File: src/rtl/issue_config.svh
`ifndef ISSUE_CONFIG_SVH
`define ISSUE_CONFIG_SVH

// Data path width of the core.
`define XLEN 32

// Register file address width, 32 registers per file.
`define REG_ADDR_WIDTH 5

// CSR address width.
`define CSR_ADDR_WIDTH 12

`endif

File: src/rtl/issue_pkg.sv
`default_nettype none

`include "issue_config.svh"

package issue_pkg;

  // ####################
  // Operation flags
  // ####################

  typedef struct packed {
    logic valid;
    logic rden1;
    logic rden2;
    logic wren;
    logic load;
    logic store;
    logic crden;
    logic cwren;
    logic frden1;
    logic frden2;
    logic frden3;
    logic fwren;
    logic fload;
    logic fstore;
    logic fpu;
    logic fpuf; // Operation sets the accrued fp flags.
  } op_type;

  typedef struct packed {
    op_type op;
    logic [`REG_ADDR_WIDTH-1:0] raddr1;
    logic [`REG_ADDR_WIDTH-1:0] raddr2;
    logic [`REG_ADDR_WIDTH-1:0] raddr3;
    logic [`REG_ADDR_WIDTH-1:0] waddr;
    logic [`CSR_ADDR_WIDTH-1:0] caddr;
    logic [2:0] rm; // 3'b111 selects the dynamic rounding mode.
    logic [1:0] fmt;
    logic [`XLEN-1:0] imm;
    logic [`XLEN-1:0] cdata;
  } instr_type;

  // ####################
  // Float control word
  // ####################

  typedef struct packed {
    logic [23:0] reserved;
    logic [2:0] frm;
    logic [4:0] fflags;
  } fcsr_fields;

  // The fcsr read returns the word, the other users decode the fields.
  typedef union packed {
    logic [31:0] word;
    fcsr_fields field;
  } fcsr_word;

  localparam logic [`CSR_ADDR_WIDTH-1:0] csr_fflags = 12'h001;
  localparam logic [`CSR_ADDR_WIDTH-1:0] csr_frm = 12'h002;
  localparam logic [`CSR_ADDR_WIDTH-1:0] csr_fcsr = 12'h003;
  localparam logic [`CSR_ADDR_WIDTH-1:0] csr_mstatus = 12'h300;
  localparam logic [`CSR_ADDR_WIDTH-1:0] csr_mscratch = 12'h340;

  localparam instr_type init_instr = '0;

endpackage

`default_nettype wire

File: src/rtl/pair_hazard.sv
`timescale 1ns/1ps
`default_nettype none

module pair_hazard (
  input logic clock,
  input logic reset,
  input issue_pkg::instr_type instr0_in,
  input issue_pkg::instr_type instr1_in,
  output issue_pkg::instr_type instr0,
  output issue_pkg::instr_type instr1,
  output logic swap,
  output logic stall
);

  issue_pkg::instr_type slot0;
  issue_pkg::instr_type slot1;
  logic split_q;
  logic dep;
  logic conflict;

  function automatic logic is_mem(input issue_pkg::op_type op);
    return op.load | op.store | op.fload | op.fstore;
  endfunction

  function automatic logic is_fp(input issue_pkg::op_type op);
    return op.frden1 | op.frden2 | op.frden3 | op.fwren | op.fload | op.fstore | op.fpu | op.fpuf;
  endfunction

  always_comb begin
    slot0 = instr0_in;
    slot1 = instr1_in;
    swap = 1'b0;
    if (split_q) begin
      slot0.op.valid = 1'b0; // Instr0 went out alone last cycle.
    end
    if (!slot0.op.valid && slot1.op.valid) begin
      slot0 = slot1;
      slot1 = issue_pkg::init_instr;
      swap = 1'b1;
    end

    // Read after write inside the pair, integer or float.
    dep = (slot0.op.wren & ((slot1.op.rden1 & (slot1.raddr1 == slot0.waddr)) |
                            (slot1.op.rden2 & (slot1.raddr2 == slot0.waddr)))) |
          (slot0.op.fwren & ((slot1.op.frden1 & (slot1.raddr1 == slot0.waddr)) |
                             (slot1.op.frden2 & (slot1.raddr2 == slot0.waddr)) |
                             (slot1.op.frden3 & (slot1.raddr3 == slot0.waddr))));

    conflict = slot0.op.valid & slot1.op.valid &
               (dep | (is_mem(slot0.op) & is_mem(slot1.op)) |
                (is_fp(slot0.op) & is_fp(slot1.op)));

    stall = conflict;
    instr0 = slot0;
    instr1 = conflict ? issue_pkg::init_instr : slot1;
  end

  // Set for one cycle so the held instr1 goes out alone.
  always_ff @(posedge clock) begin
    if (!reset) begin
      split_q <= 1'b0;
    end else begin
      split_q <= conflict;
    end
  end

endmodule

`default_nettype wire

File: config.mk
export PLATFORM = sky130hd
export DESIGN_NAME = pair_hazard
export DESIGN_NICKNAME = d
export VERILOG_FILES = /design/src/rtl/issue_pkg.sv /design/src/rtl/pair_hazard.sv
export VERILOG_INCLUDE_DIRS = /design/src /design/src/rtl
export SDC_FILE = /design/constraint.sdc
export NUM_CORES = 1
export LEC_CHECK = 0
export BUFFER_PORTS_ARGS = -buffer_cell sky130_fd_sc_hd__buf_2
export CORE_AREA = 5 5 181 183
export DETAILED_ROUTE_END_ITERATION = 8
export DIE_AREA = 0 0 186 188
export PLACE_DENSITY = 0.37
export SLEW_MARGIN = 40
export SYNTH_ARGS = -nofsm -noshare
export SYNTH_HDL_FRONTEND = slang
export SYNTH_SLANG_ARGS = --single-unit
File: constraint.sdc
create_clock -name clock -period 6.2 [get_ports clock]
set_input_delay 0.93 -clock clock [delete_from_list [all_inputs] [get_ports clock]]
set_output_delay 0.93 -clock clock [all_outputs]
set_load 0.02 [all_outputs]
==> impl_metrics.json <==
{
  "status": "completed",
  "totalPowerFinal_uw": 620,
  "largest_register_ffs": 1,
  "max_stage_delay_ns": 0.58,
  "syn_to_final_growth_pct": 59.8,
  "routed_wl_um": 30100,
  "synth_fp_nets": 956,
  "grt_overflow": 0,
  "track_usage": 0.153,
  "fin_crit_sh": 0.680,
  "critPathLaunch": "instr0_in[112]",
  "synthCells": 720,
  "p_per_area_mw_per_mm2": 89.1,
  "fmax_mhz": 237,
  "synth_seq_cells": 1,
  "drtIter0Drc": 251,
  "wl_per_cell_um": 19.9,
  "largest-register": "split_q",
  "synth_cell_types": 25,
  "worstPathArrival_ns": 3.28,
  "grt_pass1_wl_um": 43000,
  "crit_path_end_kind": "output port",
  "dp.cells": 1506,
  "p_leak_uw": 0.00362,
  "antenna_found_initial": 2,
  "drv_slew": 0,
  "rows": 65,
  "nNetsFinal": 1342,
  "setup_violations": 0,
  "finalHoldViolCount": 0,
  "die_area_mm2": 0.0350,
  "placed_area_mm2": 0.00695,
  "hp-start": "split_q",
  "min_path_type": "reg2reg",
  "grt_pass1_vias": 6978,
  "syn_avg_cell_area_um2": 6.05,
  "grt_start_max_net_pins": 146,
  "drv_cap": 0,
  "dr_total_vias": 7083,
  "ys_warn_count": 0,
  "period_needed_ns": 4.21,
  "crit_fanout": 51,
  "worst_path_most_repeated_cell": "buf_2",
  "relSlewSlack": 0.447,
  "peakVddDrop_mv": 0.0268,
  "drive_above_1_share": 0.479,
  "r2r-start": "split_q",
  "die_y_um": 188,
  "first_pass_iters": 5,
  "place_congestion": 0.855,
  "stdcell_area_mm2": 0.00696,
  "clock_latency_ns": 0,
  "drcViolationCount": 0,
  "route.antenna.remaining_nets": 0,
  "worst_pin_slew_ns": 0.829,
  "instances_no_fill": 1508,
  "path_clk_slew_ns": 0,
  "skew_ns": 0,
  "start_util": 0.140,
  "fin_setup_tns_ns": 0,
  "cts_setup_buffers": 0,
  "syn_area_mm2": 0.00435,
  "yosysSeqAreaShare": 0.00460,
  "core_region_area_mm2": 0.0311,
  "dp_hpwl_um": 23200,
  "top_regs": "split_q x1",
  "vias_per_cell": 4.70,
  "top_level_ports": 472,
  "startpoint_type": "input port",
  "path_buf_inv": 3,
  "rsz0062_at_grt": "false",
  "chipWidth_um": 186,
  "crit_family": "compound AO/OA/AOI/OAI gates",
  "cp_cell_sequence": "buf_2 > or4_1 > a221o_4 > buf_4 > o32ai_1 > buf_2",
  "slowest_stage": "a221o_4",
  "cts_hold_buf": 0,
  "worstSetupPathType": "in2out",
  "critical_path_required_ns": 5.27,
  "io_buffers": 471,
  "ctsResizeCount": 0
}
per-stage QoR:
stage	utilization	hold WS, ns	setup WS (ns)
floorplan	-	0.652	2.57
global placement	0.223	0.992	1.79
detailed placement	0.224	0.988	2.02
CTS	0.224	0.988	2.01
global route	0.224	1.00	1.91
finish	0.224	0.914	1.99
cell usage after synthesis:
master,n,area (µm²)
a221o_1,1,10.0
a22oi_1,1,7.51
a311oi_1,1,8.76
a31oi_1,1,6.26
and4_1,1,8.76
buf_2,14,70.1
buf_6,6,67.6
clkbuf_1,80,300
dfxtp_1,1,20.0
inv_1,119,447
nand2_1,122,458
nand2b_1,1,6.26
nand4_1,3,18.8
nor2_1,1,3.75
nor2b_1,1,6.26
nor3_2,1,10.0
nor4_1,4,25.0
o21ai_0,116,581
o21ai_1,1,5.00
o31ai_1,116,871
o32ai_1,76,666
o32ai_2,40,651
or3_1,2,12.5
or4_1,1,7.51
xnor2_1,10,87.6
cells by family (layout without fill, tap and decap cells):
| group | count (synthesis) | count (layout) | synth area share |
|---|---|---|---|
| flip-flops | 1 | 1 | 0.00460 |
| AND/OR/NAND/NOR | 137 | 137 | 0.128 |
| buffers and inverters | 219 | 603 | 0.203 |
| other | 0 | 2 | 0 |
| XOR/XNOR | 10 | 10 | 0.0201 |
| AO/OA/AOI/OAI | 353 | 353 | 0.644 |
layout make-up:
| cell class | count | area, µm² |
|---|---|---|
| well taps | 402 | 503 |
| flip-flops and latches | 1 | 20.0 |
| diodes | 2 | 5.00 |
| inverters | 119 | 447 |
| multi-input cells | 500 | 3490 |
| repair buffers | 484 | 2490 |
| fillers | 3606 | 24100 |
power breakdown:
part	internal, µW	switching (µW)	total [µW]
Combinational	202	411	613
Sequential	6.83	0.0890	6.92
Clock	0.0000433	0	0.0000433
worst register-to-register path, delay by kind of cell (launching register included):
kind            cells  cell delay [ns]
simple gates        3             0.59
compound gates      1             0.14
flops               1             0.28
metal layers:
layer,share of wire,GRT usage,vias up
met5,0,0,-
met4,0.024,0.0339,0
met3,0.086,0.0270,36
met2,0.51,0.287,357
met1,0.38,0.179,3235
li1,-,-,3455
final timing paths:
| check | cells after the start | slack, ns | endpoint |
|---|---|---|---|
| worst min register to register | 4 | 0.91 | split_q |
| worst max-delay path | 6 | 1.99 | instr1[3] |
| worst min-delay path | 4 | 0.91 | split_q |
| worst max register to register | 4 | 5.10 | split_q |
cell usage in the layout (no fill, tap or decap), drive strengths merged, types with 2 or more instances in the layout:
master | netlist | routed
buf | 20 | 484
nand2 | 122 | 122
inv | 119 | 119
o21ai | 117 | 117
o31ai | 116 | 116
o32ai | 116 | 116
xnor2 | 10 | 10
nor4 | 4 | 4
nand4 | 3 | 3
diode | 0 | 2
or3 | 2 | 2
Power figures use the tool's default switching activity.
