File: src/rtl/issue_config.svh
`ifndef ISSUE_CONFIG_SVH
`define ISSUE_CONFIG_SVH

// Data path width of the core.
`define XLEN 32

// Register file address width, 32 registers per file.
`define REG_ADDR_WIDTH 5

// CSR address width.
`define CSR_ADDR_WIDTH 12

`endif

File: src/rtl/issue_pkg.sv
`default_nettype none

`include "issue_config.svh"

package issue_pkg;

  // ####################
  // Operation flags
  // ####################

  typedef struct packed {
    logic valid;
    logic rden1;
    logic rden2;
    logic wren;
    logic load;
    logic store;
    logic crden;
    logic cwren;
    logic frden1;
    logic frden2;
    logic frden3;
    logic fwren;
    logic fload;
    logic fstore;
    logic fpu;
    logic fpuf; // Operation sets the accrued fp flags.
  } op_type;

  typedef struct packed {
    op_type op;
    logic [`REG_ADDR_WIDTH-1:0] raddr1;
    logic [`REG_ADDR_WIDTH-1:0] raddr2;
    logic [`REG_ADDR_WIDTH-1:0] raddr3;
    logic [`REG_ADDR_WIDTH-1:0] waddr;
    logic [`CSR_ADDR_WIDTH-1:0] caddr;
    logic [2:0] rm; // 3'b111 selects the dynamic rounding mode.
    logic [1:0] fmt;
    logic [`XLEN-1:0] imm;
    logic [`XLEN-1:0] cdata;
  } instr_type;

  // ####################
  // Float control word
  // ####################

  typedef struct packed {
    logic [23:0] reserved;
    logic [2:0] frm;
    logic [4:0] fflags;
  } fcsr_fields;

  // The fcsr read returns the word, the other users decode the fields.
  typedef union packed {
    logic [31:0] word;
    fcsr_fields field;
  } fcsr_word;

  localparam logic [`CSR_ADDR_WIDTH-1:0] csr_fflags = 12'h001;
  localparam logic [`CSR_ADDR_WIDTH-1:0] csr_frm = 12'h002;
  localparam logic [`CSR_ADDR_WIDTH-1:0] csr_fcsr = 12'h003;
  localparam logic [`CSR_ADDR_WIDTH-1:0] csr_mstatus = 12'h300;
  localparam logic [`CSR_ADDR_WIDTH-1:0] csr_mscratch = 12'h340;

  localparam instr_type init_instr = '0;

endpackage

`default_nettype wire

File: src/rtl/csr_file.sv
`timescale 1ns/1ps
`default_nettype none

`include "issue_config.svh"

module csr_file (
  input logic clock,
  input logic reset,
  input logic rden,
  input logic [`CSR_ADDR_WIDTH-1:0] raddr,
  input logic wren,
  input logic [`CSR_ADDR_WIDTH-1:0] waddr,
  input logic [`XLEN-1:0] wdata,
  output logic [`XLEN-1:0] rdata,
  output logic [1:0] fs
);

  logic [`XLEN-1:0] mstatus;
  logic [`XLEN-1:0] mscratch;

  assign fs = mstatus[14:13]; // Float unit state, zero means off.

  always_comb begin
    rdata = '0;
    if (rden) begin
      case (raddr)
        issue_pkg::csr_mstatus: rdata = mstatus;
        issue_pkg::csr_mscratch: rdata = mscratch;
        default: rdata = '0;
      endcase
    end
  end

  always_ff @(posedge clock) begin
    if (!reset) begin
      mstatus <= '0;
    end else if (wren && waddr == issue_pkg::csr_mstatus) begin
      mstatus <= wdata;
    end
  end

  always_ff @(posedge clock) begin
    if (wren && waddr == issue_pkg::csr_mscratch) begin
      mscratch <= wdata;
    end
  end

endmodule

`default_nettype wire

File: config.mk
export PLATFORM = sky130hd
export DESIGN_NAME = csr_file
export DESIGN_NICKNAME = d
export VERILOG_FILES = /design/src/rtl/issue_pkg.sv /design/src/rtl/csr_file.sv
export VERILOG_INCLUDE_DIRS = /design/src /design/src/rtl
export SDC_FILE = /design/constraint.sdc
export NUM_CORES = 1
export LEC_CHECK = 0
export BUFFER_PORTS_ARGS = -buffer_cell sky130_fd_sc_hd__buf_2
export CAP_MARGIN = 20
export CELL_PAD_IN_SITES_DETAIL_PLACEMENT = 1
export CELL_PAD_IN_SITES_GLOBAL_PLACEMENT = 1
export CORE_UTILIZATION = 38
export CTS_CLUSTER_SIZE = 16
export DETAILED_ROUTE_END_ITERATION = 10
export PLACE_DENSITY = 0.88
export SLEW_MARGIN = 0
export SYNTH_ARGS = -nofsm -noshare
export SYNTH_HDL_FRONTEND = slang
export SYNTH_SLANG_ARGS = --single-unit
File: constraint.sdc
create_clock -name clock -period 1.8 [get_ports clock]
set_input_delay 0.18 -clock clock [delete_from_list [all_inputs] [get_ports clock]]
set_output_delay 0.18 -clock clock [all_outputs]
set_load 0.05 [all_outputs]
==> summary.txt, run 1 <==
pwr/cell area: 788 nW/um^2
R2R setup slack: 1.15 ns
peak supply drop: 0.311 mV
Detail Placement HPWL: 4470 um
clock transition at the registers of the reported paths: 0.07 ns
Die H: 88.5 um
Post-Syn Area: 2840 um^2
worst hold path class: in -> reg
PortBufs: 93
Crit path largest cell delay: 0.30 ns
Post-Syn Area per Cell: 11.2 um^2
fin crit share: 92.6%
Critical Path RT: 1.62 ns
GRT Total Usage: 17.4%
FF+latch count, synth: 64
Final setup viols: 0
global route overflow: 0
Worst-Margin Slew: 0.369 ns
synth top area cells: edfxtp_1 34%, dfxtp_1 23%, mux2i_1 23%
slowest CP cell: nor4b_1
I/O pins: 94
total leakage power: 0.00149 uW
Worst-Skew Late Latency: 0.34 ns
dpl cells: 433
WL per Instance: 14.5 um
CORE AREA: 7250 um^2
post-synth cell types: 19
Die Width: 88.5 um
Synth area leader: edfxtp_1
min cycle time layout: 1.67 ns
min-delay src: wdata[29]
n_diodes: 0
post-route DRC violation count: 0
worst path arrival time: 1.49 ns
Slew Limit Headroom: 75.4%
row count: 31
initial DRC count: 55
Max H-tree Level: 3
Hold Path End: mscratch[29]$_DFFE_PP_
Starting Density: 39.2%
Hold Path Depth: 1
reg2reg start: mstatus[4]$_SDFFE_PN0P_
cell breakdown of the critical path: buf_2, nor4b_1, nand3_1, buf_4, nor2_1, buf_2
first-pass GRT wire length: 9900 um
largest net degree at the start of global routing: 65
skew final: 0 ns
WS Path Type: in -> out
post-cts sizing count: 0
Vias: 2162
R2R Path End: mstatus[4]$_SDFFE_PN0P_
FMAX: 600 MHz
Pre-antenna DRT Iters: 4
sequential-to-total area share from yosys stat: 56.3%
yosys warns: 0
Synth Instances: 255
status: completed
Crit path buffers/inverters: 3
CTS Buffer Depth: 2
Top delay family on crit path: buffers and inverters
CP most frequent cell: buf_2
fill count: 842
die area: 7830 um^2
fin cells: 449
vias per cell: 4.82
Slew Limit Fails: 0
Synth top area share: 33.8%
Max-Cap Viols: 0
Worst Setup Start Kind: primary input
CP max FO: 32
Setup Fix Bufs, Post-CTS: 0
unrepaired setup endpoints after global routing: no
Layout area overhead: 25.9%
Reg2Reg Depth: 2
vias in the first global route: 2157
final hold viol count: 0
CTS sink count: 64
CTS Hold Bufs: 0
fraction of layout cells with a size suffix above 1: 34.0%
Post-Syn Nets: 315
Worst Setup End Kind: primary output
initial antenna violation count: 0
nets: 405
antenna-violating nets left: 0
gp weighted congestion: 0.713
CTS tree: yes
clock root cell: clkbuf_8
final wirelength: 6520 um
Num CTS Buffers: 9
setup_tns: 0 ns
-- registers in the layout, indices dropped and copies added, names as in the netlist --
| name | cells |
|---|---|
| mscratch | 32 |
| mstatus | 32 |
-- through the flow --
step	hold slack, ns	setup WS (ns)	area (um^2)	power [uW]	util, %
6_report	0.0232	0.133	3580	2820	49.4
5_1_grt	0.00577	0.0339	3580	2950	49.4
4_1_cts	0.00237	0.0930	3580	2870	49.4
3_5_place_dp	0.373	0.0980	3400	1740	46.9
3_3_place_gp	0.372	0.174	3400	1740	46.9
2_1_floorplan	0.279	0.0929	2840	1640	-
-- cell usage after synthesis --
cell type  number
buf_6           1
buf_2           4
and3_2          1
nor4b_1         1
buf_12          3
and4bb_2        1
nor4b_2         1
nor4_1          2
mux2i_1        64
nor4_2          1
nor4bb_1        1
nor2_1         32
nand2_1        65
and4b_1         1
buf_4           2
nand3_1         1
edfxtp_1       32
dfxtp_1        32
clkbuf_1       10
-- worst max path at each step --
stage                      to  startpoint  slack [ns]  cells past startpoint
floorplan           rdata[10]   raddr[11]        0.09                      4
global placement    rdata[31]   raddr[11]        0.17                      6
detailed placement  rdata[31]   raddr[11]         0.1                      6
CTS                 rdata[31]   raddr[11]        0.09                      6
global route        rdata[31]   raddr[11]        0.03                      6
finish              rdata[31]   raddr[11]        0.13                      6
-- layer usage --
layer  track usage, %  vias to the layer above  wire (um)
met3             4.48                       13        342
met5                0                        -          0
li1                 -                     1045          -
met2             29.4                       75       3150
met4             7.48                        0         98
met1             20.9                     1029       2930
-- cell families after synthesis --
family	after synthesis	share of synthesized area [%]
muxes	64	22.5
and+or+nand+nor	107	16.1
buffers and inverters	20	5.06
DFF	64	56.3
-- placed cells by master (no fill, tap or decap), types with 2 or more instances in the layout --
cell type / count
clkinvlp_4: 3
buf_12: 5
buf_2: 93
clkbuf_8: 11
mux2i_1: 64
dfxtp_1: 32
nor4_1: 2
nand2_1: 65
edfxtp_1: 32
nor2_1: 32
-- report_power, final --
group | internal, uW | switching (uW)
registers | 1530 | 0.0706
clock network | 566 | 546
logic | 91.3 | 90.9
-- final cells by class --
type / instances / area, um^2 / share of cell area, %
flip-flops and latches: 64 / 1600 / 44.7
multi-input cells: 171 / 1100 / 30.7
clock buffers: 11 / 151 / 4.23
clock inverters: 5 / 31.3 / 0.874
well taps: 99 / 124 / 3.46
repair buffers: 99 / 573 / 16.0
(Power assumes the default switching activity.)
==> inputs of run 2 (changes only) <==
- MAX_ROUTING_LAYER: unset -> met4
==> run 2 against run 1 <==
Setup slack about the same. Hold slack improved by 0.0041 ns. First-iteration DRC count increased by 3.6%. Fmax about the same. Die area unchanged.
==> summary.txt, run 2 (synthesis gave the netlist of run 1 again) <==
Design Power: 2820 uW (-0.14%)
Worst-Margin Slew: 0.368 ns (-0.000718 ns)
PortBufs: 93 (unchanged)
CTS Hold Bufs: 0 (unchanged)
Detail Placement HPWL: 4470 um (unchanged)
FMAX: 600 MHz (about the same)
min cycle time layout: 1.67 ns (+0.000428 ns)
clock transition at the registers of the reported paths: 0.07 ns (about the same)
most frequent cells in the layout: 93 x buf_2, 65 x nand2_1, 64 x mux2i_1
CTS Buffer Depth: 2 (unchanged)
clock root cell: clkbuf_8
most common cell after layout, fill and taps aside: buf_2
switching power: 632 uW (-0.65%)
Crit path largest cell delay: 0.30 ns (about the same)
Top delay family on crit path: buffers and inverters
Final setup viols: 0 (unchanged)
final hold viol count: 0 (unchanged)
CTS sink count: 64 (unchanged)
WS Path Type: in -> out
setup_tns: 0 ns (unchanged)
gp weighted congestion: 0.721 (+1.1%)
Die H: 88.5 um (unchanged)
CP most frequent cell: buf_2
final non-filler cell area: 3580 um^2 (unchanged)
worst hold path class: in -> reg
slowest CP cell: nor4b_1
n_diodes: 0 (unchanged)
post-route DRC violation count: 0 (unchanged)
placed inst area: 3400 um^2 (unchanged)
Vias: 2154 (-0.37%)
Pre-antenna DRT Iters: 4 (unchanged)
met3 Use GR: 4.20% (-0.28 points)
Layout area overhead: 25.9% (unchanged)
largest net degree at the start of global routing: 65 (unchanged)
fill count: 842 (unchanged)
CTS tree: yes
Max-Cap Viols: 0 (unchanged)
WL per Instance: 14.5 um (-0.15%)
pwr/cell area: 787 nW/um^2 (-0.14%)
global route overflow: 0 (unchanged)
M2 GR Usage: 29.4% (unchanged)
first-pass GRT wire length: 9910 um (about the same)
Starting Density: 39.2% (unchanged)
GRT Total Usage: 17.9% (+0.55 points)
Setup Fix Bufs, Post-CTS: 0 (unchanged)
Crit path buffers/inverters: 3 (unchanged)
cell breakdown of the critical path: buf_2, nor4b_1, nand3_1, buf_4, nor2_1, buf_2
fin crit share: 92.6% (about the same)
fraction of layout cells with a size suffix above 1: 34.0% (unchanged)
Critical Path RT: 1.62 ns (about the same)
GR met1 Demand/Resource: 21.1% (+0.18 points)
worst path arrival time: 1.49 ns (about the same)
final wirelength: 6510 um (-0.15%)
vias per cell: 4.80 (-0.37%)
row count: 31 (unchanged)
Reg power frac: 54.2% (about the same)
unrepaired setup endpoints after global routing: no
Worst Setup Start Kind: primary input
Clock Power Share: 39.3% (about the same)
P_int: 2180 uW (about the same)
initial antenna violation count: 0 (unchanged)
Regs by FF count: mscratch: 32 flops, mstatus: 32 flops
Slew Limit Fails: 0 (unchanged)
Worst-Skew Late Latency: 0.33 ns (about the same)
Num CTS Buffers: 9 (unchanged)
GRT busiest layer: met2
initial DRC count: 57 (+3.6%)
Switching Share: 22.4% (-0.11 points)
I/O pins: 94 (unchanged)
skew final: 0 ns (unchanged)
Worst Setup End Kind: primary output
CORE AREA: 7250 um^2 (unchanged)
vias in the first global route: 2154 (-0.14%)
total leakage power: 0.00149 uW (unchanged)
Die Width: 88.5 um (unchanged)
die area: 7830 um^2 (unchanged)
antenna-violating nets left: 0 (unchanged)
nets: 405 (unchanged)
status: completed
share of power burned in combinational logic: 6.5% (about the same)
post-cts sizing count: 0 (unchanged)
Max H-tree Level: 3 (unchanged)
Slew Limit Headroom: 75.5% (about the same)
peak supply drop: 0.311 mV (about the same)
CP max FO: 32 (unchanged)
run 2: cell counts in the layout (fill, tap and decap cells not counted):
Identical to the previous run, type by type.
run 2: path summary, 6_finish.rpt:
kind / start / endpoint / slack [ns] / depth (start not counted)
min reg2reg: mstatus[28]$_SDFFE_PN0P_ / mstatus[28]$_SDFFE_PN0P_ / 0.46 / 2
max: raddr[11] / rdata[31] / 0.13 / 6
max reg2reg: mstatus[4]$_SDFFE_PN0P_ / mstatus[4]$_SDFFE_PN0P_ / 1.15 / 2
min: wdata[29] / mscratch[29]$_DFFE_PP_ / 0.03 / 1
run 2: layer usage:
metal / share of wire [%] / wire length [um]
met1: 45 / 2920
met2: 49 / 3180
met3: 5.3 / 347
met4: 1.0 / 65
met5: 0 / 0
run 2: layout make-up:
type / instances / area, um^2 / area share, %
sequential: 64 / 1600 / 44.7
multi-input combinational: 171 / 1100 / 30.7
timing repair buffer: 99 / 573 / 16.0
clock buffer: 11 / 151 / 4.23
tap: 99 / 124 / 3.46
clock inverter: 5 / 31.3 / 0.874
run 2: through the flow:
| stage | utilization [%] | hold slack [ns] | instances | setup WS [ns] |
|---|---|---|---|---|
| after floorplan | - | 0.279 | 255 | 0.0929 |
| after global placement | 46.9 | 0.372 | 433 | 0.174 |
| after detailed placement | 46.9 | 0.373 | 433 | 0.0980 |
| after CTS | 49.4 | 0.00237 | 449 | 0.0930 |
| after global routing | 49.4 | 0.00577 | 449 | 0.0339 |
| final | 49.4 | 0.0273 | 449 | 0.133 |
run 2: power by group through the flow:
stage	sequential, uW	combinational (uW)	clock (uW)
after floorplan	1560	81.4	0
after global placement	1560	176	0
after detailed placement	1560	184	0
after CTS	1530	185	1150
after global routing	1530	199	1220
final	1530	182	1110
