**config.mk**
```make
export PLATFORM = sky130hd
export DESIGN_NAME = fp_csr_file
export DESIGN_NICKNAME = d
export VERILOG_FILES = /design/src/rtl/issue_pkg.sv /design/src/rtl/fp_csr_file.sv
export VERILOG_INCLUDE_DIRS = /design/src /design/src/rtl
export SDC_FILE = /design/constraint.sdc
export NUM_CORES = 1
export LEC_CHECK = 0
export BUFFER_PORTS_ARGS = -buffer_cell sky130_fd_sc_hd__buf_2
export CELL_PAD_IN_SITES_DETAIL_PLACEMENT = 0
export CELL_PAD_IN_SITES_GLOBAL_PLACEMENT = 1
export CORE_MARGIN = 5
export CORE_UTILIZATION = 21
export DETAILED_ROUTE_END_ITERATION = 8
export MAX_ROUTING_LAYER = met4
export PLACE_DENSITY_LB_ADDON = 0.08
export REMOVE_ABC_BUFFERS = 1
export SYNTH_ARGS = -nofsm -noshare
export SYNTH_HDL_FRONTEND = slang
export SYNTH_SLANG_ARGS = --single-unit
```
**constraint.sdc**
```tcl
create_clock -name clock -period 7.33 [get_ports clock]
set_clock_uncertainty 0.2 [all_clocks]
set_input_delay 1.466 -clock clock [delete_from_list [all_inputs] [get_ports clock]]
set_output_delay 1.466 -clock clock [all_outputs]
set_load 0.005 [all_outputs]
```
**src/rtl/issue_config.svh**
```systemverilog
`ifndef ISSUE_CONFIG_SVH
`define ISSUE_CONFIG_SVH

// Data path width of the core.
`define XLEN 32

// Register file address width, 32 registers per file.
`define REG_ADDR_WIDTH 5

// CSR address width.
`define CSR_ADDR_WIDTH 12

`endif

```
**src/rtl/issue_pkg.sv**
```systemverilog
`default_nettype none

`include "issue_config.svh"

package issue_pkg;

  // ####################
  // Operation flags
  // ####################

  typedef struct packed {
    logic valid;
    logic rden1;
    logic rden2;
    logic wren;
    logic load;
    logic store;
    logic crden;
    logic cwren;
    logic frden1;
    logic frden2;
    logic frden3;
    logic fwren;
    logic fload;
    logic fstore;
    logic fpu;
    logic fpuf; // Operation sets the accrued fp flags.
  } op_type;

  typedef struct packed {
    op_type op;
    logic [`REG_ADDR_WIDTH-1:0] raddr1;
    logic [`REG_ADDR_WIDTH-1:0] raddr2;
    logic [`REG_ADDR_WIDTH-1:0] raddr3;
    logic [`REG_ADDR_WIDTH-1:0] waddr;
    logic [`CSR_ADDR_WIDTH-1:0] caddr;
    logic [2:0] rm; // 3'b111 selects the dynamic rounding mode.
    logic [1:0] fmt;
    logic [`XLEN-1:0] imm;
    logic [`XLEN-1:0] cdata;
  } instr_type;

  // ####################
  // Float control word
  // ####################

  typedef struct packed {
    logic [23:0] reserved;
    logic [2:0] frm;
    logic [4:0] fflags;
  } fcsr_fields;

  // The fcsr read returns the word, the other users decode the fields.
  typedef union packed {
    logic [31:0] word;
    fcsr_fields field;
  } fcsr_word;

  localparam logic [`CSR_ADDR_WIDTH-1:0] csr_fflags = 12'h001;
  localparam logic [`CSR_ADDR_WIDTH-1:0] csr_frm = 12'h002;
  localparam logic [`CSR_ADDR_WIDTH-1:0] csr_fcsr = 12'h003;
  localparam logic [`CSR_ADDR_WIDTH-1:0] csr_mstatus = 12'h300;
  localparam logic [`CSR_ADDR_WIDTH-1:0] csr_mscratch = 12'h340;

  localparam instr_type init_instr = '0;

endpackage

`default_nettype wire

```
**src/rtl/fp_csr_file.sv**
```systemverilog
`timescale 1ns/1ps
`default_nettype none

`include "issue_config.svh"

module fp_csr_file (
  input logic clock,
  input logic reset,
  input logic rden,
  input logic [`CSR_ADDR_WIDTH-1:0] raddr,
  input logic wren,
  input logic [`CSR_ADDR_WIDTH-1:0] waddr,
  input logic [`XLEN-1:0] wdata,
  input logic fflags_wren,
  input logic [4:0] fflags_set,
  output logic [`XLEN-1:0] rdata,
  output logic ready,
  output logic [2:0] frm
);

  issue_pkg::fcsr_word fcsr;
  issue_pkg::fcsr_word fcsr_next;

  assign frm = fcsr.field.frm;
  assign ready = rden & ((raddr == issue_pkg::csr_fflags) | (raddr == issue_pkg::csr_frm) |
                         (raddr == issue_pkg::csr_fcsr));

  always_comb begin
    case (raddr)
      issue_pkg::csr_fflags: rdata = {{(`XLEN-5){1'b0}}, fcsr.field.fflags};
      issue_pkg::csr_frm: rdata = {{(`XLEN-3){1'b0}}, fcsr.field.frm};
      default: rdata = fcsr.word;
    endcase
    if (!ready) begin
      rdata = '0;
    end
  end

  always_comb begin
    fcsr_next = fcsr;
    if (wren) begin
      case (waddr)
        issue_pkg::csr_fflags: fcsr_next.field.fflags = wdata[4:0];
        issue_pkg::csr_frm: fcsr_next.field.frm = wdata[2:0];
        issue_pkg::csr_fcsr: fcsr_next.word = {24'b0, wdata[7:0]};
        default: fcsr_next = fcsr;
      endcase
    end
    if (fflags_wren) begin
      fcsr_next.field.fflags = fcsr_next.field.fflags | fflags_set; // Flags accrue.
    end
  end

  always_ff @(posedge clock) begin
    if (!reset) begin
      fcsr <= '0;
    end else begin
      fcsr <= fcsr_next;
    end
  end

endmodule

`default_nettype wire

```
==> qor.csv, run 1 <==
metric,value,unit
Die Height,72.2,µm
max reg flops,8,
Synth Register Bits,8,
# DRC,0,
Overflow after GRT,0,
max_cap viols,0,
largest net degree at the start of global routing,11,
initial antenna violation count,0,
Final Power,0.000127,W
Synth Area per Inst,8.21,µm²
Hold Startpoint,fcsr[5],
Worst Tran Pin Value,1.11,ns
synthesized instance count,99,
hold path cells,2,
I/O pins,102,
final hold viol count,0,
critical setup path kind,primary input to primary output,
critical path startpoint category,primary input,
"Most flops, register",fcsr,
CP top delay family,simple AND/OR/NAND/NOR gates,
DR pass1 iterations,4,
status,"finished, final reports clean",
Post-Layout Cell Count,197,
R2R depth,2,
total negative slack,0,ns
Synth-to-Final Area Change,29.7,%
Rows,22,
worst hold slack,0.435,ns
core area,0.00372,mm²
RSZ-0062 raised after global routing,false,
# clock sinks,8,
global-route wire length before repair,3630,µm
Crit. Startpoint,raddr[7],
later-pin clock latency in the skew report,0.22,ns
Synth async-reset ratio,0,%
register area share after synthesis,19.7,%
Worst slew margin,24.9,%
ratio of cells with drive above 1 in the final layout,40.3,%
CP cell instances,buf_2 > or4_4 > or4_1 > nor3_1 > buf_2,
Hold Path Class,register to register,
DRT iter0 DRCs,33,
Mapped Area,813,µm²
placed cells,194,
HPWL after detailed placement,2160,µm
number of buffers created by CTS,3,
Fillers,424,
# Post-CTS Setup Buffers,0,
mean routed wirelength per cell,12.6,µm
crit path buf inv count,2,
"Reg clk slew, reported paths",0.04,ns
Required @ worst endpoint,5.66,ns
"Top FF cell, synth",dfxtp_1,
largest cells by area after synthesis,"buf_4 25%, dfxtp_1 20%, a211oi_1 7.4%",
CTS Hold Bufs,0,
routed vias/inst,4.40,
CTS Root Cell,clkbuf_8,
"Distinct cells, synth",27,
CP max-delay cell,or4_1,
Diodes inserted,0,
fin crit period,4.84,ns
Die X,72.2,µm
gr usage total,8.95,%
stages on the worst setup path,5,
Peak VDD IR,0.0296,mV
CTS tree,done,
# port buffers,53,
Final period util,66.1,%
final setup fails,0,
leading area contributor after synthesis,buf_4,
WL final,2480,µm
r2r startpoint,fcsr[6],
number of flops mapped to enable cells by yosys,0,
area occupied by multi-input gates,520,µm²
vias in the first global route,802,
Bufs on Longest Clock Path,2,
largest registers,fcsr (8),
Synthesis Warnings,0,
max-slew violation count,0,
Yosys top cell area share,24.9,%
Worst Setup End Kind,primary output,
nets,217,
H-tree depth,1,
CP most frequent cell,buf_2,
crit path max fanout,6,
pwr/cell area,121,mW/mm²
Routed Antenna Nets,0,
routability cong.,0.754,
Fmax,0.206,GHz
Post-CTS Resized,0,
die footprint,0.00522,mm²
via count,866,
max incr delay on CP,0.66,ns
register area,160,µm²
leakage power,0.527,nW
Initial Utilization,21.9,%
CP arrival,3.18,ns
[synth_stat cells (all sizes together) (4+ instances only)]
library cell	number
dfxtp	8
a211oi	8
nor2	4
a21oi	5
buf	29
a31oi	5
a21o	5
nor4b	4
[metal layers]
layer | share of wire, % | vias up | global-route usage [%]
met5 | 0 | - | -
li1 | - | 428 | -
met2 | 42 | 59 | 13.1
met1 | 45 | 377 | 11.7
met3 | 12 | 2 | 1.66
met4 | 1.1 | 0 | 4.38
[per-stage QoR]
step	area, µm²	worst slack (ns)	utilization [%]
after global placement	1010	2.48	27.3
after floorplan	688	2.79	-
after detailed placement	1010	2.49	27.3
final	1050	2.49	28.4
after global routing	1050	2.36	28.4
after CTS	1050	2.48	28.4
[report_power, final]
group	internal, W	leakage, nW	switching, W
combinational	0.0000142	0.440	0.0000148
clock	0.0000355	0.0216	0.0000161
sequential	0.0000456	0.0656	0.00000110
[final cells by class]
type,count,share of cell area [%]
Sequential cell,8,15.2
Clock buffer,3,3.91
Inverter,2,0.712
Timing Repair Buffer,53,25.1
Multi-Input combinational cell,83,49.3
Tap cell,48,5.69
[worst paths after layout]
check	to	slack, ns
worst min register to register	fcsr[5]	0.44
worst max register to register	fcsr[6]	6.33
worst max-delay path	rdata[2]	2.49
worst min-delay path	fcsr[5]	0.44
[tightest hold or removal path, cell delays in order, from the launching register on]
cell      delay (ns)
dfxtp_1         0.34
a41oi_1         0.18
a211oi_1        0.06
[placed cells by master (no fill, tap or decap), drive strengths merged, types with 4 or more instances in the layout]
cell    Yosys  final
buf        29     53
nor2        4      4
a31oi       5      5
a21oi       5      5
nor4b       4      4
conb        1     24
a211oi      8      8
dfxtp       8      8
a21o        5      5
[cell families after synthesis]
| kind of cell | after synthesis | share of synthesized area, % |
|---|---|---|
| flip-flops | 8 | 19.7 |
| multiplexers | 3 | 3.69 |
| AND/OR/NAND/NOR | 30 | 27.1 |
| other | 1 | 0.461 |
| buffers and inverters | 31 | 26.9 |
| AO/OA/AOI/OAI | 26 | 22.2 |
Note: power is estimated with default switching activity, not from simulation.
==> run 2, diff against run 1 <==
--- a/config.mk
+++ b/config.mk
@@ -10,7 +10,7 @@
 export CELL_PAD_IN_SITES_DETAIL_PLACEMENT = 0
 export CELL_PAD_IN_SITES_GLOBAL_PLACEMENT = 1
 export CORE_MARGIN = 5
-export CORE_UTILIZATION = 21
+export CORE_UTILIZATION = 18
 export DETAILED_ROUTE_END_ITERATION = 8
 export MAX_ROUTING_LAYER = met4
 export PLACE_DENSITY_LB_ADDON = 0.08
==> constraint.sdc (replaced) <==
create_clock -name clock -period 4 [get_ports clock]
set_clock_uncertainty 0.2 [all_clocks]
set_input_delay 0.8 -clock clock [delete_from_list [all_inputs] [get_ports clock]]
set_output_delay 0.8 -clock clock [all_outputs]
set_load 0.005 [all_outputs]
==> qor.csv, run 2 (same netlist as run 1, synthesis figures left out) <==
metric,value,unit,change
status,"finished, final reports clean",,unchanged
Die Height,77.2,µm,was 72.2 µm
number of buffers created by CTS,3,,unchanged
die footprint,0.00596,mm²,was 0.00522 mm²
max_cap viols,0,,unchanged
# DRC,0,,unchanged
HPWL after detailed placement,2230,µm,was 2160 µm
final setup fails,0,,unchanged
critical path startpoint category,primary input,,unchanged
RSZ-0062 raised after global routing,false,,unchanged
initial antenna violation count,0,,unchanged
Routed Antenna Nets,0,,unchanged
routed vias/inst,4.25,,was 4.40
Hold Path Class,register to register,,unchanged
largest net degree at the start of global routing,11,,unchanged
Worst Tran Pin Value,0.894,ns,was 1.11 ns
Overflow after GRT,0,,unchanged
DR pass1 iterations,4,,unchanged
CTS Root Cell,clkbuf_8,,unchanged
pwr/cell area,221,mW/mm²,was 121 mW/mm²
Synth-to-Final Area Change,31.2,%,was 29.7%
Peak VDD IR,0.0604,mV,was 0.0296 mV
nets,218,,was 217
H-tree depth,1,,unchanged
DRT iter0 DRCs,17,,was 33
Placed Area,0.00103,mm²,was 0.00101 mm²
r2r startpoint,fcsr[7],,was fcsr[6]
final hold viol count,0,,unchanged
CP arrival,2.52,ns,was 3.18 ns
Required @ worst endpoint,3.00,ns,was 5.66 ns
gr usage total,8.67,%,was 8.95%
"commonest non-fill, non-tap cells in the layout","53 x buf_2, 24 x conb_1, 8 x a211oi_1, 8 x dfxtp_1",,unchanged
R2R depth,2,,unchanged
"Most flops, register",fcsr,,unchanged
worst reg2reg setup slack,2.99,ns,was 6.33 ns
Worst slew margin,39.6,%,was 24.9%
CTS tree,done,,unchanged
vias in the first global route,841,,was 802
routability cong.,0.661,,was 0.754
Worst Setup End Kind,primary output,,unchanged
mean routed wirelength per cell,13.2,µm,was 12.6 µm
Crit. Startpoint,raddr[7],,unchanged
total negative slack,0,ns,unchanged
critical setup path kind,primary input to primary output,,unchanged
# clock sinks,8,,unchanged
via count,859,,was 866
later-pin clock latency in the skew report,0.23,ns,was 0.22 ns
global-route wire length before repair,4110,µm,was 3630 µm
capturing point of the worst reg2reg path,fcsr[7],,was fcsr[6]
"Reg clk slew, reported paths",0.04,ns,about the same
I/O pins,102,,unchanged
WL final,2670,µm,was 2480 µm
max reg flops,8,,unchanged
# port buffers,53,,unchanged
# Post-CTS Setup Buffers,0,,unchanged
"most common cell after layout, fill and taps aside",buf_2,,unchanged
Fmax,0.284,GHz,
crit path to,rdata[0],,was rdata[2]
Rows,24,,was 22
Post-CTS Resized,0,,unchanged
crit path max fanout,6,,unchanged
leakage power,0.533,nW,was 0.527 nW
largest registers,fcsr (8),,unchanged
final instance area,0.00107,mm²,was 0.00105 mm²
Initial Utilization,18.7,%,was 21.9%
Bufs on Longest Clock Path,2,,unchanged
ratio of cells with drive above 1 in the final layout,40.7,%,was 40.3%
core area,0.00435,mm²,was 0.00372 mm²
Diodes inserted,0,,unchanged
Final period util,88.1,%,
CTS Hold Bufs,0,,unchanged
Die X,77.2,µm,was 72.2 µm
max-slew violation count,0,,unchanged
fin crit period,3.52,ns,
Fillers,492,,was 424
==> run 2: worst min path at each step <==
| stage | start | cells past startpoint | slack [ns] | to |
|---|---|---|---|---|
| after detailed placement | fcsr[5] | 2 | 0.43 | fcsr[5] |
| after CTS | fcsr[5] | 2 | 0.44 | fcsr[5] |
| final | fcsr[5] | 2 | 0.43 | fcsr[5] |
| after global routing | fcsr[6] | 2 | 0.47 | fcsr[6] |
| after global placement | fcsr[5] | 2 | 0.42 | fcsr[5] |
| after floorplan | fcsr[5] | 2 | 0.38 | fcsr[5] |
==> run 2: critical path, cell delays in order <==
cell and delay, ns:
buf_2 0.09, or4_4 0.56, or4_1 0.66, nor3_1 0.26, buf_2 0.15
==> run 2: routing by layer <==
metal | part of all wire, % | vias to the layer above | global-route usage [%]
met2 | 41 | 61 | 13.0
met5 | 0 | - | -
li1 | - | 426 | -
met1 | 44 | 368 | 11.2
met4 | 1.5 | 0 | 3.61
met3 | 13 | 4 | 1.99
==> run 2: area by class of cell <==
class | instances | area (µm²) | share of cell area [%]
inverter | 2 | 7.51 | 0.703
clock buffer | 3 | 41.3 | 3.87
sequential | 8 | 160 | 15.0
multi-input combinational | 83 | 520 | 48.8
timing repair buffer | 54 | 273 | 25.6
tap | 52 | 65.1 | 6.10
==> run 2: per-stage QoR <==
step,total power (W),instances,worst slack [ns],utilization [%],hold WS (ns)
6_report,0.000235,202,0.476,24.5,0.431
5_1_grt,0.000250,202,0.374,24.5,0.467
3_5_place_dp,0.000140,199,0.458,23.6,0.434
4_1_cts,0.000238,202,0.454,24.5,0.439
3_3_place_gp,0.000140,199,0.492,23.6,0.422
2_1_floorplan,0.000111,93,0.797,-,0.382
==> run 2: power by group <==
group	switching, W	internal (W)
sequential	0.00000212	0.0000836
combinational	0.0000274	0.0000262
clock	0.0000310	0.0000651
==> run 3, diff against run 2 <==
--- a/config.mk
+++ b/config.mk
@@ -13,7 +13,7 @@
 export CORE_UTILIZATION = 18
 export DETAILED_ROUTE_END_ITERATION = 8
 export MAX_ROUTING_LAYER = met4
-export PLACE_DENSITY_LB_ADDON = 0.08
+export PLACE_DENSITY_LB_ADDON = 0.25
 export REMOVE_ABC_BUFFERS = 1
 export SYNTH_ARGS = -nofsm -noshare
 export SYNTH_HDL_FRONTEND = slang
==> qor.csv, run 3 (same netlist as run 1, synthesis figures left out) <==
metric,value,unit,change
status,"finished, final reports clean",,unchanged
DRT iter0 DRCs,30,,was 17
capturing point of the worst reg2reg path,fcsr[0],,was fcsr[7]
max reg flops,8,,unchanged
Initial Utilization,18.7,%,unchanged
routed vias/inst,4.41,,was 4.25
total negative slack,0,ns,unchanged
Routed Antenna Nets,0,,unchanged
hold path cells,2,,unchanged
critical path startpoint category,primary input,,unchanged
mean routed wirelength per cell,13.8,µm,was 13.2 µm
Rows,24,,unchanged
CTS Root Cell,clkbuf_8,,unchanged
number of buffers created by CTS,3,,unchanged
worst min-delay path endpoint,fcsr[6],,was fcsr[5]
die footprint,0.00596,mm²,unchanged
final hold viol count,0,,unchanged
largest registers,fcsr (8),,unchanged
routability cong.,0.680,,was 0.661
vias in the first global route,893,,was 841
max_cap viols,0,,unchanged
H-tree depth,1,,unchanged
fin crit period,3.50,ns,was 3.52 ns
initial antenna violation count,0,,unchanged
Worst Setup End Kind,primary output,,unchanged
later-pin clock latency in the skew report,0.23,ns,about the same
Fillers,500,,was 492
RSZ-0062 raised after global routing,false,,unchanged
Worst Tran Pin Value,0.977,ns,was 0.894 ns
# clock sinks,8,,unchanged
Overflow after GRT,0,,unchanged
"commonest non-fill, non-tap cells in the layout","53 x buf_2, 24 x conb_1, 8 x a211oi_1, 8 x dfxtp_1",,unchanged
DP Worst Slack,0.497,ns,was 0.458 ns
pwr/cell area,222,mW/mm²,was 221 mW/mm²
max-slew violation count,0,,unchanged
Hold Path Class,register to register,,unchanged
Synth-to-Final Area Change,31.2,%,unchanged
HPWL after detailed placement,2410,µm,was 2230 µm
r2r startpoint,fcsr[0],,was fcsr[7]
register area,160,µm²,unchanged
core area,0.00435,mm²,unchanged
Required @ worst endpoint,3.00,ns,about the same
R2R depth,3,,was 2
CP arrival,2.50,ns,was 2.52 ns
final setup fails,0,,unchanged
leakage power,0.533,nW,unchanged
critical setup path kind,primary input to primary output,,unchanged
Hold Startpoint,fcsr[6],,was fcsr[5]
WL final,2790,µm,was 2670 µm
"most common cell after layout, fill and taps aside",buf_2,,unchanged
Die X,77.2,µm,unchanged
largest net degree at the start of global routing,11,,unchanged
worst reg2reg setup slack,2.99,ns,about the same
via count,890,,was 859
CTS Hold Bufs,0,,unchanged
crit path max fanout,6,,unchanged
# DRC,0,,unchanged
nets,218,,unchanged
"Reg clk slew, reported paths",0.04,ns,about the same
# Post-CTS Setup Buffers,0,,unchanged
Peak VDD IR,0.0642,mV,was 0.0604 mV
gr usage total,9.41,%,was 8.67%
# port buffers,53,,unchanged
Final period util,87.4,%,was 88.1%
global-route wire length before repair,4460,µm,was 4110 µm
DR pass1 iterations,4,,unchanged
Post-CTS Resized,0,,unchanged
Die Height,77.2,µm,unchanged
"Most flops, register",fcsr,,unchanged
I/O pins,102,,unchanged
Worst slew margin,34.0,%,was 39.6%
ratio of cells with drive above 1 in the final layout,40.7,%,unchanged
Final WS setup,0.505,ns,was 0.476 ns
Fmax,0.286,GHz,was 0.284 GHz
Bufs on Longest Clock Path,2,,unchanged
Diodes inserted,0,,unchanged
CTS tree,done,,unchanged
area occupied by multi-input gates,520,µm²,unchanged
run 3: cell counts in the layout (fill, tap and decap cells not counted):
Identical to the previous run, type by type.
run 3: per-layer routing:
layer	global-route usage (%)	part of all wire (%)	vias to the layer above
li1	-	-	429
met1	12.0	42	393
met2	13.8	46	63
met3	2.22	11	5
met4	4.64	2.3	0
met5	-	0	-
run 3: area by class of cell:
| class | count | area share [%] |
|---|---|---|
| well taps | 52 | 6.10 |
| flip-flops and latches | 8 | 15.0 |
| multi-input cells | 83 | 48.8 |
| repair buffers | 54 | 25.6 |
| inverters | 2 | 0.703 |
| clock buffers | 3 | 3.87 |
run 3: worst max path at each step:
stage	start	endpoint	slack (ns)	cells past startpoint
floorplan	raddr[7]	rdata[0]	0.80	3
global placement	raddr[7]	rdata[4]	0.50	5
detailed placement	raddr[7]	rdata[1]	0.50	5
CTS	raddr[7]	rdata[1]	0.49	5
global route	raddr[7]	rdata[2]	0.43	5
finish	raddr[7]	rdata[1]	0.50	5
run 3: stage by stage:
step	instances	total power (W)	util, %	hold WS (ns)	area [µm²]
2_1_floorplan	93	0.000111	-	0.382	688
3_3_place_gp	199	0.000139	23.6	0.412	1030
3_5_place_dp	199	0.000141	23.6	0.418	1030
4_1_cts	202	0.000238	24.5	0.440	1070
5_1_grt	202	0.000251	24.5	0.477	1070
6_report	202	0.000237	24.5	0.440	1070
run 3: critical path, stage by stage:
cell and delay [ns]:
buf_2 0.10, or4_4 0.56, or4_1 0.66, nor3_1 0.23
buf_2 0.14
run 3: where the power goes:
group	internal (W)	switching [W]
combinational	0.0000263	0.0000278
sequential	0.0000836	0.00000216
clock	0.0000652	0.0000324
